### config.mk
export PLATFORM = sky130hd
export DESIGN_NAME = MipsProcessor
export DESIGN_NICKNAME = d
export VERILOG_FILES = /design/src/hw/mipsIsaPkg.sv /design/src/hw/mipsCorePkg.sv /design/src/hw/programMemory.sv /design/src/hw/registerFile.sv /design/src/hw/instructionDecode.sv /design/src/hw/executeUnit.sv /design/src/hw/resultStage.sv /design/src/hw/MipsProcessor.sv
export VERILOG_INCLUDE_DIRS = /design/src /design/src/hw
export SDC_FILE = /design/constraint.sdc
export NUM_CORES = 2
export LEC_CHECK = 0
export ABC_AREA = 0
export ABC_CLOCK_PERIOD_IN_PS = 8800
export BUFFER_PORTS_ARGS = -buffer_cell sky130_fd_sc_hd__buf_2
export CELL_PAD_IN_SITES_DETAIL_PLACEMENT = 1
export CELL_PAD_IN_SITES_GLOBAL_PLACEMENT = 1
export CORE_MARGIN = 10
export CORE_UTILIZATION = 57
export DETAILED_ROUTE_END_ITERATION = 10
export GPL_TIMING_DRIVEN = 0
export HOLD_SLACK_MARGIN = 0.08
export PLACE_DENSITY = 0.82
export SETUP_SLACK_MARGIN = 0.02
export SYNTH_ARGS = -nofsm -noshare
export SYNTH_HDL_FRONTEND = slang
export SYNTH_SLANG_ARGS = --single-unit
### constraint.sdc
create_clock -name clk -period 8.8 [get_ports clk]
set_input_delay 0.88 -clock clk [delete_from_list [all_inputs] [get_ports clk]]
set_output_delay 0.88 -clock clk [all_outputs]
set_load 0.01 [all_outputs]
### src/hw/mips_consts.svh
// Width, depth and reset constants for the core, included by any file that sizes storage
`ifndef MIPS_CONSTS_SVH
`define MIPS_CONSTS_SVH

// Data path width
`define MIPS_WORD_BITS 32
// Instruction slots in program memory
`define MIPS_MEM_DEPTH 64
// Instruction index width, log2 of the depth
`define MIPS_PC_BITS 6
// Architectural registers
`define MIPS_REG_COUNT 32
// PC after reset and while loading
`define MIPS_RESET_PC 0

`endif

### src/hw/mipsIsaPkg.sv
// Instruction-set types for the MIPS subset, imported by decode, the store and the top level
package mipsIsaPkg;

	// Raw instruction word
	typedef logic [31:0] instrT;

	// rs, rt and rd fields
	typedef logic [4:0] regAddrT;

	// I-type immediate field
	typedef logic [15:0] immT;

	// Primary opcodes in use
	typedef enum logic [5:0] {
		opRType = 6'h00,
		opBeq   = 6'h04,
		opBne   = 6'h05,
		opAddi  = 6'h08,
		opOri   = 6'h0d
	} opcodeT;

	// R-type function field
	typedef enum logic [5:0] {
		fnAdd = 6'h20,
		fnSub = 6'h22,
		fnAnd = 6'h24,
		fnOr  = 6'h25,
		fnNor = 6'h27
	} functT;

endpackage

### src/hw/mipsCorePkg.sv
// Microarchitecture types for data words, the PC and ALU control, imported by the RTL
`include "mips_consts.svh"

package mipsCorePkg;

	// Register and ALU data
	typedef logic [`MIPS_WORD_BITS-1:0] wordT;

	// Instruction index, not a byte address
	typedef logic [`MIPS_PC_BITS-1:0] pcT;

	// ALU operations, chosen in decode
	typedef enum logic [2:0] {
		aluAdd,
		aluSub,
		aluAnd,
		aluOr,
		aluNor
	} aluOpT;

endpackage

### src/hw/programMemory.sv
// Instruction store filled by the loader while halted, read combinationally at the fetch PC
`include "mips_consts.svh"

module programMemory
	import mipsIsaPkg::*;
(
	input  logic                     clk,
	input  logic                     progWrite,
	input  logic [`MIPS_PC_BITS-1:0] progAddr,
	input  instrT                    progData,
	input  logic [`MIPS_PC_BITS-1:0] fetchPc,
	output instrT                    instr
);

	// One instruction per slot
	instrT mem [`MIPS_MEM_DEPTH];

	// Loader port, one word per strobe
	always_ff @(posedge clk) begin
		if (progWrite) begin
			mem[progAddr] <= progData;
		end
	end

	// Fetch within the same cycle
	assign instr = mem[fetchPc];

endmodule

### src/hw/registerFile.sv
// 32-entry register file with two read ports, one write port and write-through on reads
`include "mips_consts.svh"

module registerFile
	import mipsIsaPkg::*, mipsCorePkg::*;
(
	input  logic    clk,
	input  logic    arstN,
	input  regAddrT readAddrA,
	input  regAddrT readAddrB,
	output wordT    readDataA,
	output wordT    readDataB,
	input  logic    writeEnable,
	input  regAddrT writeAddr,
	input  wordT    writeData
);

	// No storage behind $zero
	wordT regs [1:`MIPS_REG_COUNT-1];

	always_ff @(posedge clk or negedge arstN) begin
		if (!arstN) begin
			for (int i = 1; i < `MIPS_REG_COUNT; i++) begin
				regs[i] <= '0;
			end
		end else if (writeEnable && writeAddr != '0) begin
			regs[writeAddr] <= writeData;
		end
	end

	// Zero first, then the word being written this cycle, then storage
	function automatic wordT readPort(regAddrT addr);
		wordT value;
		if (addr == '0) begin
			value = '0;
		end else if (writeEnable && addr == writeAddr) begin
			value = writeData;
		end else begin
			value = regs[addr];
		end
		return value;
	endfunction

	always_comb begin
		readDataA = readPort(readAddrA);
		readDataB = readPort(readAddrB);
	end

endmodule

### src/hw/instructionDecode.sv
// PC and decode step, turns the fetched word into controls and fills the execute register
`include "mips_consts.svh"

module instructionDecode
	import mipsIsaPkg::*, mipsCorePkg::*;
(
	input  logic    clk,
	input  logic    arstN,
	input  logic    run,
	input  instrT   instr,
	output pcT      fetchPc,
	output regAddrT readAddrA,
	output regAddrT readAddrB,
	input  wordT    readDataA,
	input  wordT    readDataB,
	input  logic    branchTaken,
	input  pcT      branchTarget,
	output logic    exValid,
	output pcT      exPc,
	output aluOpT   exAluOp,
	output wordT    exOperandA,
	output wordT    exOperandB,
	output wordT    exImm,
	output logic    exUseImm,
	output logic    exBranchEq,
	output logic    exBranchNe,
	output logic    exWrite,
	output regAddrT exSrcA,
	output regAddrT exSrcB,
	output regAddrT exDest
);

	pcT      pc;
	opcodeT  opcode;
	functT   funct;
	regAddrT rs;
	regAddrT rt;
	regAddrT rd;
	immT     imm;
	aluOpT   aluOp;
	wordT    immExt;
	logic    useImm;
	logic    branchEq;
	logic    branchNe;
	logic    regWrite;
	regAddrT dest;
	logic    issue;

	// Instruction fields
	assign opcode = opcodeT'(instr[31:26]);
	assign funct  = functT'(instr[5:0]);
	assign rs     = instr[25:21];
	assign rt     = instr[20:16];
	assign rd     = instr[15:11];
	assign imm    = instr[15:0];

	assign fetchPc   = pc;
	assign readAddrA = rs;
	assign readAddrB = rt;

	always_comb begin
		// Unknown encodings fall through as no-ops
		aluOp    = aluAdd;
		useImm   = 1'b0;
		branchEq = 1'b0;
		branchNe = 1'b0;
		regWrite = 1'b0;
		dest     = '0;
		// Sign extension covers addi and branch offsets
		immExt   = {{(`MIPS_WORD_BITS-16){imm[15]}}, imm};
		case (opcode)
			opRType: begin
				regWrite = 1'b1;
				dest     = rd;
				case (funct)
					fnAdd:   aluOp = aluAdd;
					fnSub:   aluOp = aluSub;
					fnAnd:   aluOp = aluAnd;
					fnOr:    aluOp = aluOr;
					fnNor:   aluOp = aluNor;
					default: regWrite = 1'b0;
				endcase
			end
			opAddi: begin
				useImm   = 1'b1;
				regWrite = 1'b1;
				dest     = rt;
			end
			opOri: begin
				aluOp    = aluOr;
				useImm   = 1'b1;
				regWrite = 1'b1;
				dest     = rt;
				// Logical immediate is zero extended
				immExt   = {{(`MIPS_WORD_BITS-16){1'b0}}, imm};
			end
			// Branches compare via subtraction, no destination
			opBeq: begin
				aluOp    = aluSub;
				branchEq = 1'b1;
			end
			opBne: begin
				aluOp    = aluSub;
				branchNe = 1'b1;
			end
			default: ;
		endcase
	end

	// Bubble while halted or when a taken branch squashes this slot
	assign issue = run && !branchTaken;

	// PC held at the start address during loading
	always_ff @(posedge clk or negedge arstN) begin
		if (!arstN) begin
			pc <= pcT'(`MIPS_RESET_PC);
		end else if (!run) begin
			pc <= pcT'(`MIPS_RESET_PC);
		end else if (branchTaken) begin
			pc <= branchTarget;
		end else begin
			pc <= pc + pcT'(1);
		end
	end

	// Execute register, control half
	always_ff @(posedge clk or negedge arstN) begin
		if (!arstN) begin
			exValid    <= 1'b0;
			exWrite    <= 1'b0;
			exBranchEq <= 1'b0;
			exBranchNe <= 1'b0;
		end else begin
			exValid    <= issue;
			exWrite    <= issue && regWrite;
			exBranchEq <= issue && branchEq;
			exBranchNe <= issue && branchNe;
		end
	end

	// Execute register, payload half
	always_ff @(posedge clk) begin
		exPc       <= pc;
		exAluOp    <= aluOp;
		exOperandA <= readDataA;
		exOperandB <= readDataB;
		exImm      <= immExt;
		exUseImm   <= useImm;
		exSrcA     <= rs;
		exSrcB     <= rt;
		exDest     <= dest;
	end

endmodule

### src/hw/executeUnit.sv
// Execute step, bypasses from the result register, runs the ALU and resolves branches
module executeUnit
	import mipsIsaPkg::*, mipsCorePkg::*;
(
	input  logic    exValid,
	input  pcT      exPc,
	input  aluOpT   exAluOp,
	input  wordT    exOperandA,
	input  wordT    exOperandB,
	input  wordT    exImm,
	input  logic    exUseImm,
	input  logic    exBranchEq,
	input  logic    exBranchNe,
	input  logic    exWrite,
	input  regAddrT exSrcA,
	input  regAddrT exSrcB,
	input  regAddrT exDest,
	input  logic    resValidIn,
	input  logic    resWriteIn,
	input  regAddrT resDestIn,
	input  wordT    resValueIn,
	output logic    branchTaken,
	output pcT      branchTarget,
	output logic    resValid,
	output logic    resWrite,
	output pcT      resPc,
	output regAddrT resDest,
	output wordT    resValue
);

	logic fwdA;
	logic fwdB;
	wordT opA;
	wordT opB;
	wordT aluB;
	wordT aluOut;
	logic equal;

	// Result step write not yet in the register file
	// resWriteIn already excludes $zero
	assign fwdA = resValidIn && resWriteIn && resDestIn == exSrcA;
	assign fwdB = resValidIn && resWriteIn && resDestIn == exSrcB;
	assign opA  = fwdA ? resValueIn : exOperandA;
	assign opB  = fwdB ? resValueIn : exOperandB;

	// Second ALU input
	assign aluB = exUseImm ? exImm : opB;

	always_comb begin
		case (exAluOp)
			aluAdd:  aluOut = opA + aluB;
			aluSub:  aluOut = opA - aluB;
			aluAnd:  aluOut = opA & aluB;
			aluOr:   aluOut = opA | aluB;
			aluNor:  aluOut = ~(opA | aluB);
			default: aluOut = '0;
		endcase
	end

	// beq and bne share the comparator
	assign equal        = opA == opB;
	assign branchTaken  = exValid && ((exBranchEq && equal) || (exBranchNe && !equal));
	// Offset counts instructions from the next slot, wraps at the PC width
	assign branchTarget = exPc + pcT'(1) + pcT'(exImm);

	// Record for the result register
	// For branches this carries rs minus rt
	assign resValid = exValid;
	assign resWrite = exWrite;
	assign resPc    = exPc;
	assign resDest  = exDest;
	assign resValue = aluOut;

endmodule

### src/hw/resultStage.sv
// Result step, holds the retiring instruction, writes the register file and flags retirement
module resultStage
	import mipsIsaPkg::*, mipsCorePkg::*;
(
	input  logic    clk,
	input  logic    arstN,
	input  logic    resValid,
	input  logic    resWrite,
	input  pcT      resPc,
	input  regAddrT resDest,
	input  wordT    resValue,
	output logic    writeEnable,
	output regAddrT writeAddr,
	output wordT    writeData,
	output logic    retireValid,
	output logic    retireWrite,
	output pcT      retirePc,
	output regAddrT retireReg,
	output wordT    ALUResultOut
);

	logic    validQ;
	logic    writeQ;
	pcT      pcQ;
	regAddrT destQ;
	wordT    valueQ;

	// Result register control
	always_ff @(posedge clk or negedge arstN) begin
		if (!arstN) begin
			validQ <= 1'b0;
			writeQ <= 1'b0;
		end else begin
			validQ <= resValid;
			writeQ <= resWrite;
		end
	end

	// Result register payload
	always_ff @(posedge clk) begin
		pcQ    <= resPc;
		destQ  <= resDest;
		valueQ <= resValue;
	end

	// Writes to $zero still retire but never commit
	assign writeEnable = validQ && writeQ && destQ != '0;
	assign writeAddr   = destQ;
	assign writeData   = valueQ;

	// Retire port, also read back by execute for the bypass
	assign retireValid  = validQ;
	assign retireWrite  = writeEnable;
	assign retirePc     = pcQ;
	assign retireReg    = destQ;
	assign ALUResultOut = valueQ;

endmodule

### src/hw/MipsProcessor.sv
// Top level of the three-step MIPS core, loaded through progWrite and started by run
module MipsProcessor
	import mipsIsaPkg::*, mipsCorePkg::*;
(
	input  logic    clk,
	input  logic    arstN,
	input  logic    run,
	input  logic    progWrite,
	input  pcT      progAddr,
	input  instrT   progData,
	output logic    retireValid,
	output logic    retireWrite,
	output pcT      retirePc,
	output regAddrT retireReg,
	output wordT    ALUResultOut
);

	// Fetch and register reads
	pcT      fetchPc;
	instrT   instr;
	regAddrT readAddrA;
	regAddrT readAddrB;
	wordT    readDataA;
	wordT    readDataB;

	// Branch redirect from execute
	logic branchTaken;
	pcT   branchTarget;

	// Execute register
	logic    exValid;
	pcT      exPc;
	aluOpT   exAluOp;
	wordT    exOperandA;
	wordT    exOperandB;
	wordT    exImm;
	logic    exUseImm;
	logic    exBranchEq;
	logic    exBranchNe;
	logic    exWrite;
	regAddrT exSrcA;
	regAddrT exSrcB;
	regAddrT exDest;

	// Next result record
	logic    resValid;
	logic    resWrite;
	pcT      resPc;
	regAddrT resDest;
	wordT    resValue;

	// Register file write
	logic    writeEnable;
	regAddrT writeAddr;
	wordT    writeData;

	programMemory progMem (
		.clk      (clk),
		.progWrite(progWrite),
		.progAddr (progAddr),
		.progData (progData),
		.fetchPc  (fetchPc),
		.instr    (instr)
	);

	registerFile regFile (
		.clk        (clk),
		.arstN      (arstN),
		.readAddrA  (readAddrA),
		.readAddrB  (readAddrB),
		.readDataA  (readDataA),
		.readDataB  (readDataB),
		.writeEnable(writeEnable),
		.writeAddr  (writeAddr),
		.writeData  (writeData)
	);

	instructionDecode decodeStage (
		.clk         (clk),
		.arstN       (arstN),
		.run         (run),
		.instr       (instr),
		.fetchPc     (fetchPc),
		.readAddrA   (readAddrA),
		.readAddrB   (readAddrB),
		.readDataA   (readDataA),
		.readDataB   (readDataB),
		.branchTaken (branchTaken),
		.branchTarget(branchTarget),
		.exValid     (exValid),
		.exPc        (exPc),
		.exAluOp     (exAluOp),
		.exOperandA  (exOperandA),
		.exOperandB  (exOperandB),
		.exImm       (exImm),
		.exUseImm    (exUseImm),
		.exBranchEq  (exBranchEq),
		.exBranchNe  (exBranchNe),
		.exWrite     (exWrite),
		.exSrcA      (exSrcA),
		.exSrcB      (exSrcB),
		.exDest      (exDest)
	);

	// Bypass source is the result register, seen through the retire port
	executeUnit executeStage (
		.exValid     (exValid),
		.exPc        (exPc),
		.exAluOp     (exAluOp),
		.exOperandA  (exOperandA),
		.exOperandB  (exOperandB),
		.exImm       (exImm),
		.exUseImm    (exUseImm),
		.exBranchEq  (exBranchEq),
		.exBranchNe  (exBranchNe),
		.exWrite     (exWrite),
		.exSrcA      (exSrcA),
		.exSrcB      (exSrcB),
		.exDest      (exDest),
		.resValidIn  (retireValid),
		.resWriteIn  (retireWrite),
		.resDestIn   (retireReg),
		.resValueIn  (ALUResultOut),
		.branchTaken (branchTaken),
		.branchTarget(branchTarget),
		.resValid    (resValid),
		.resWrite    (resWrite),
		.resPc       (resPc),
		.resDest     (resDest),
		.resValue    (resValue)
	);

	resultStage retireStage (
		.clk         (clk),
		.arstN       (arstN),
		.resValid    (resValid),
		.resWrite    (resWrite),
		.resPc       (resPc),
		.resDest     (resDest),
		.resValue    (resValue),
		.writeEnable (writeEnable),
		.writeAddr   (writeAddr),
		.writeData   (writeData),
		.retireValid (retireValid),
		.retireWrite (retireWrite),
		.retirePc    (retirePc),
		.retireReg   (retireReg),
		.ALUResultOut(ALUResultOut)
	);

endmodule

==> flow_metrics.env, run 1 <==
export IMPL_status="stopped before the end"
export IMPL_die_w_um=519
export IMPL_syn_num_nets=11076
export IMPL_die_h_um=519
export IMPL_clkSinkCount=3201
export IMPL_synth_main_ff_cell="edfxtp_1"
export IMPL_synth_edf_count=2048
export IMPL_synth_area_um2=142000
export IMPL_numPortBuffers=83
export IMPL_synth_cell_types=81
export IMPL_start_util_pct=57.4
export IMPL_tool_error="[ERROR GRT-0228] Horizontal edge usage exceeds the maximum allowed. (15, 70) usage=65535 limit=3200"
export IMPL_antenna_found_initial=211
export IMPL_async_flop_share_pct=31.4
export IMPL_synth_top_family_by_area="multiplexers"
export IMPL_clock_path_buffers=4
export IMPL_rows=182
export IMPL_syn_area_per_cell_um2=12.9
export IMPL_ios=87
export IMPL_synthMuxAreaShare_pct=12.8
export IMPL_dp_hpwl_um=510000
export IMPL_synth_simple_gate_area_share_pct=9.56
export IMPL_ctsHtreeMaxLevel=5
export IMPL_numCtsBuffers=343
export IMPL_synth_seq_cells=3201
export IMPL_flow_stopped_at="5_1_grt"
export IMPL_gp_congestion=1.08
export IMPL_synth_xor_area_share_pct=0.649
export IMPL_grt_worst_endpoint="retireStage.ALUResultOut[29]$_SDFF_PN0_/D"
export IMPL_clockRootBuffer="clkbuf_16"
export IMPL_synthesis_yosys_warnings=0
export IMPL_worst_path_end_type="register data pin"
export IMPL_ys_seq_area_share_pct=63.2
export IMPL_synth_adder_area_share_pct=0.551
export IMPL_grt_max_degree=165
export IMPL_synthCells=10992
export IMPL_synth_compound_area_share_pct=10.3
export IMPL_dp_cells=14512
[Yosys cell counts (all sizes together), types with 25 or more instances]
cell | instances | area [µm²]
a32oi | 193 | 1690
a21boi | 36 | 270
buf | 170 | 946
nand3 | 416 | 2080
o22ai | 84 | 526
inv | 75 | 282
a31oi | 262 | 1640
clkbuf | 750 | 2820
o221ai | 118 | 1030
nand2b | 25 | 156
a211oi | 228 | 1710
nor3 | 113 | 566
a21oi | 306 | 1530
ha | 40 | 500
nor4 | 43 | 269
o211ai | 71 | 533
o21a | 37 | 278
mux2i | 314 | 3140
mux2 | 591 | 6660
xnor2 | 59 | 517
edfxtp | 2048 | 61500
a32o | 31 | 310
nor2 | 228 | 856
mux4 | 372 | 8380
dfxtp | 149 | 2980
and3 | 202 | 1260
xor2 | 46 | 403
a311oi | 69 | 604
nand2 | 2034 | 7630
dfrtp | 1004 | 25100
a22oi | 101 | 758
o21ai | 510 | 2550
[through the flow]
stage / hold slack [ps] / instance area, µm² / setup slack, ps
floorplan: 310 / 142000 / 2790
global placement: 311 / 146000 / -15740
detailed placement: 327 / 150000 / -211
CTS: 318 / 161000 / 112
[cells by family after synthesis]
group / count (synthesis)
flops: 3201
mux: 1277
compound gates: 2179
xor+xnor: 105
fa+ha+maj: 66
simple gates: 3165
buf+inv: 999
[repair_timing]
action | 4_1_cts
resized for setup | 7
setup buffers | 2
pin swaps | 1
hold buffers | 1
endpoints found under the setup margin | 31
endpoints found under the hold margin | 95
==> run 2: changes to the inputs <==
--- a/config.mk
+++ b/config.mk
@@ -9,15 +9,11 @@
 export ABC_AREA = 0
 export ABC_CLOCK_PERIOD_IN_PS = 8800
 export BUFFER_PORTS_ARGS = -buffer_cell sky130_fd_sc_hd__buf_2
-export CELL_PAD_IN_SITES_DETAIL_PLACEMENT = 1
-export CELL_PAD_IN_SITES_GLOBAL_PLACEMENT = 1
 export CORE_MARGIN = 10
-export CORE_UTILIZATION = 57
+export CORE_UTILIZATION = 40
 export DETAILED_ROUTE_END_ITERATION = 10
 export GPL_TIMING_DRIVEN = 0
-export HOLD_SLACK_MARGIN = 0.08
-export PLACE_DENSITY = 0.82
-export SETUP_SLACK_MARGIN = 0.02
+export PLACE_DENSITY_LB_ADDON = 0.15
 export SYNTH_ARGS = -nofsm -noshare
 export SYNTH_HDL_FRONTEND = slang
 export SYNTH_SLANG_ARGS = --single-unit
==> run 2 against run 1 <==
The flow now finishes, with violations (DRC, capacitance limit, slew limit, setup timing). Synthesized cell count unchanged. Area after synthesis unchanged.
==> flow_metrics.env, run 2 <==
export IMPL_r2r_start="decodeStage.fetchPc[3]$_DFF_PN0_"
export IMPL_dieArea_um2=378000
export IMPL_post_place_ws_ps=-1120
export IMPL_required_ps=9570
export IMPL_reg2reg_slack_ps=-300
export IMPL_fin_crit_sh_pct=103
export IMPL_die_h_um=615
export IMPL_synth_area_um2=142000
export IMPL_worstSetupEndpoint="decodeStage.exOperandB[8]$_SDFF_PN0_"
export IMPL_cts_tree="yes"
export IMPL_drt_initial_drc_count=14956
export IMPL_nets=11693
export IMPL_viasPerCell=6.40
export IMPL_endpoint_kind="flip-flop"
export IMPL_numPortBuffers=83
export IMPL_holdPathStages=2
export IMPL_grt_overflow_total=0
export IMPL_setup_ws_ps=-296
export IMPL_slew_headroom_pct=-13.6
export IMPL_rsz0062_at_grt="no"
export IMPL_syn_num_nets=11076
export IMPL_synth_top_area_cell="edfxtp_1"
export IMPL_numCtsBuffers=364
export IMPL_gp_congestion=1.06
export IMPL_tightest_slew_ps=1700
export IMPL_largest_register="progMem.mem"
export IMPL_status="finished, violations left"
export IMPL_largest_register_ffs=2048
export IMPL_synthesis_yosys_warnings=0
export IMPL_die_w_um=615
export IMPL_grt_pass1_wl_um=944000
export IMPL_yosysMostFrequentCell="edfxtp_1"
export IMPL_ant_nets=0
export IMPL_crit_type="flip-flop to flip-flop"
export IMPL_final_cell_mix="edfxtp_1, nand2_1, dfrtp_1"
export IMPL_rows=218
export IMPL_synthCells=10992
export IMPL_p_leak_uw=0.0593
export IMPL_fmax_ghz=0.110
export IMPL_placed_area_um2=152000
export IMPL_worstRegToRegCells=14
export IMPL_ys_seq_area_share_pct=63.2
export IMPL_r2r_end="decodeStage.exOperandB[8]$_SDFF_PN0_"
export IMPL_final_hold_violation_count=0
export IMPL_violations="DRC, capacitance limit, slew limit, setup timing"
export IMPL_critical_path_arrival_ps=9860
export IMPL_total_power_uw=45400
export IMPL_antenna_found_initial=102
export IMPL_cts_setup_buffers=0
export IMPL_hold_path_class="primary input to flip-flop"
export IMPL_track_usage_pct=36.5
export IMPL_grt_pass1_vias=102389
export IMPL_largest_registers="progMem.mem (2048), regFile.regs (992)"
export IMPL_synth_edf_count=2048
export IMPL_syn_area_per_cell_um2=12.9
export IMPL_critPathLaunchType="flip-flop"
export IMPL_setup_viol=5
export IMPL_synth_cell_types=81
export IMPL_synth_seq_cells=3201
export IMPL_power_per_cell_area_nw_per_um2=276
export IMPL_crit_fanout=10
export IMPL_synth_common_cells="edfxtp_1, nand2_1, dfrtp_1"
export IMPL_core_area_um2=353000
export IMPL_vias=107106
export IMPL_grt_max_degree=155
export IMPL_area_growth_pct=16.2
export IMPL_clockRootBuffer="clkbuf_16"
export IMPL_ir_worst_vdd_v=0.000179
export IMPL_clkSinkCount=3201
export IMPL_layout_min_cycle_time_ps=9100
export IMPL_fin_skew_ps=81.6
export IMPL_dp_hpwl_um=528000
export IMPL_clk_latency_ps=1030
export IMPL_timing_max_cap_violations=38
export IMPL_dr_pass1_iters=11
export IMPL_final_cell_area_um2=165000
export IMPL_hold_slack_ps=241
export IMPL_drv_slew=247
export IMPL_clock_path_buffers=4
export IMPL_drc=3
export IMPL_start_util_pct=40.2
export IMPL_netlist_top_cells_area="edfxtp_1, dfrtp_1, mux4_2"
export IMPL_wirelength_um=714000
export IMPL_cp_startpoint="decodeStage.fetchPc[3]$_DFF_PN0_"
export IMPL_layout_commonest_cell="edfxtp_1"
export IMPL_synth_top_area_share_pct=43.4
export IMPL_synth_main_ff_cell="edfxtp_1"
export IMPL_ctsHtreeMaxLevel=5
export IMPL_async_flop_share_pct=31.4
export IMPL_clk_pin_slew_ps=60
export IMPL_layout_drive_gt1_share_pct=16.9
export IMPL_wl_per_cell_um=42.7
export IMPL_ios=87
-- run 2: critical path, cell delays in order (launching register included) --
cell and delay [ps]:
dfrtp_1 660, clkbuf_1 400, buf_1 780, clkbuf_2 680
a31oi_1 240, nand4_1 770, nand2_4 460, clkinv_1 220
clkbuf_2 680, clkbuf_1 890, nand2_1 140, a31oi_1 700
a32oi_1 180, a31oi_1 1190, a21boi_1 800
-- run 2: layer usage --
metal | up-vias | global-route usage (%) | share of wire (%)
met5 | - | 0 | 0.052
met1 | 55771 | 45.0 | 37
met3 | 1700 | 9.35 | 9.3
li1 | 43028 | - | -
met2 | 6555 | 56.2 | 45
met4 | 52 | 25.3 | 8.5
-- run 2: final cells by class --
cell class / instances / area, µm²
clock buffers: 484 / 9940
flip-flops and latches: 3201 / 89600
clock inverters: 184 / 2200
multi-input cells: 6792 / 48600
plain buffers: 919 / 3820
inverters: 79 / 297
fillers: 31459 / 188000
diodes: 83 / 208
well taps: 4730 / 5920
repair buffers: 252 / 3970
-- run 2: worst min-delay path by stage --
stage                                startpoint                                to  slack [ps]
2_1_floorplan  decodeStage.exDest[0]$_SDFF_PP0_  retireStage.retireReg[0]$_DFF_P_         310
3_3_place_gp   decodeStage.exDest[2]$_SDFF_PP0_  retireStage.retireReg[2]$_DFF_P_         310
3_5_place_dp   decodeStage.exDest[4]$_SDFF_PP0_  retireStage.retireReg[4]$_DFF_P_         320
4_1_cts                                     run  decodeStage.exBranchNe$_DFF_PN0_         200
5_1_grt                                     run  decodeStage.exBranchNe$_DFF_PN0_         250
6_report                                    run  decodeStage.exBranchNe$_DFF_PN0_         240
-- run 2: power by group --
part,internal (µW),switching (µW)
Combinational,2710,9640
Clock,9040,6610
Sequential,16400,965
-- run 2: logic make-up (layout without fill, tap and decap cells) --
family / Yosys count / after routing / synth area share, %
flops: 3201 / 3201 / 63.2
simple gates: 3165 / 3165 / 9.56
other cells: 0 / 83 / 0
fa+ha+maj: 66 / 66 / 0.551
mux: 1277 / 1277 / 12.8
xor+xnor: 105 / 105 / 0.649
compound gates: 2179 / 2179 / 10.3
buf+inv: 999 / 1918 / 2.86
-- run 2: timing repair --
action | CTS | global route
resized for setup | 12 | 10
endpoints found under the setup margin | 41 | 10
endpoints found under the hold margin | 91 | 0
hold buffers | 1 | 0
-- run 2: through the flow --
step	setup TNS, ps	cells	utilization, %
global route	0	16679	46.6
finish	-1020	16724	46.7
floorplan	0	10992	-
detailed placement	-16850	15966	43.1
global placement	-	15805	42.0
CTS	0	16635	46.6
Power figures use the tool's default switching activity.
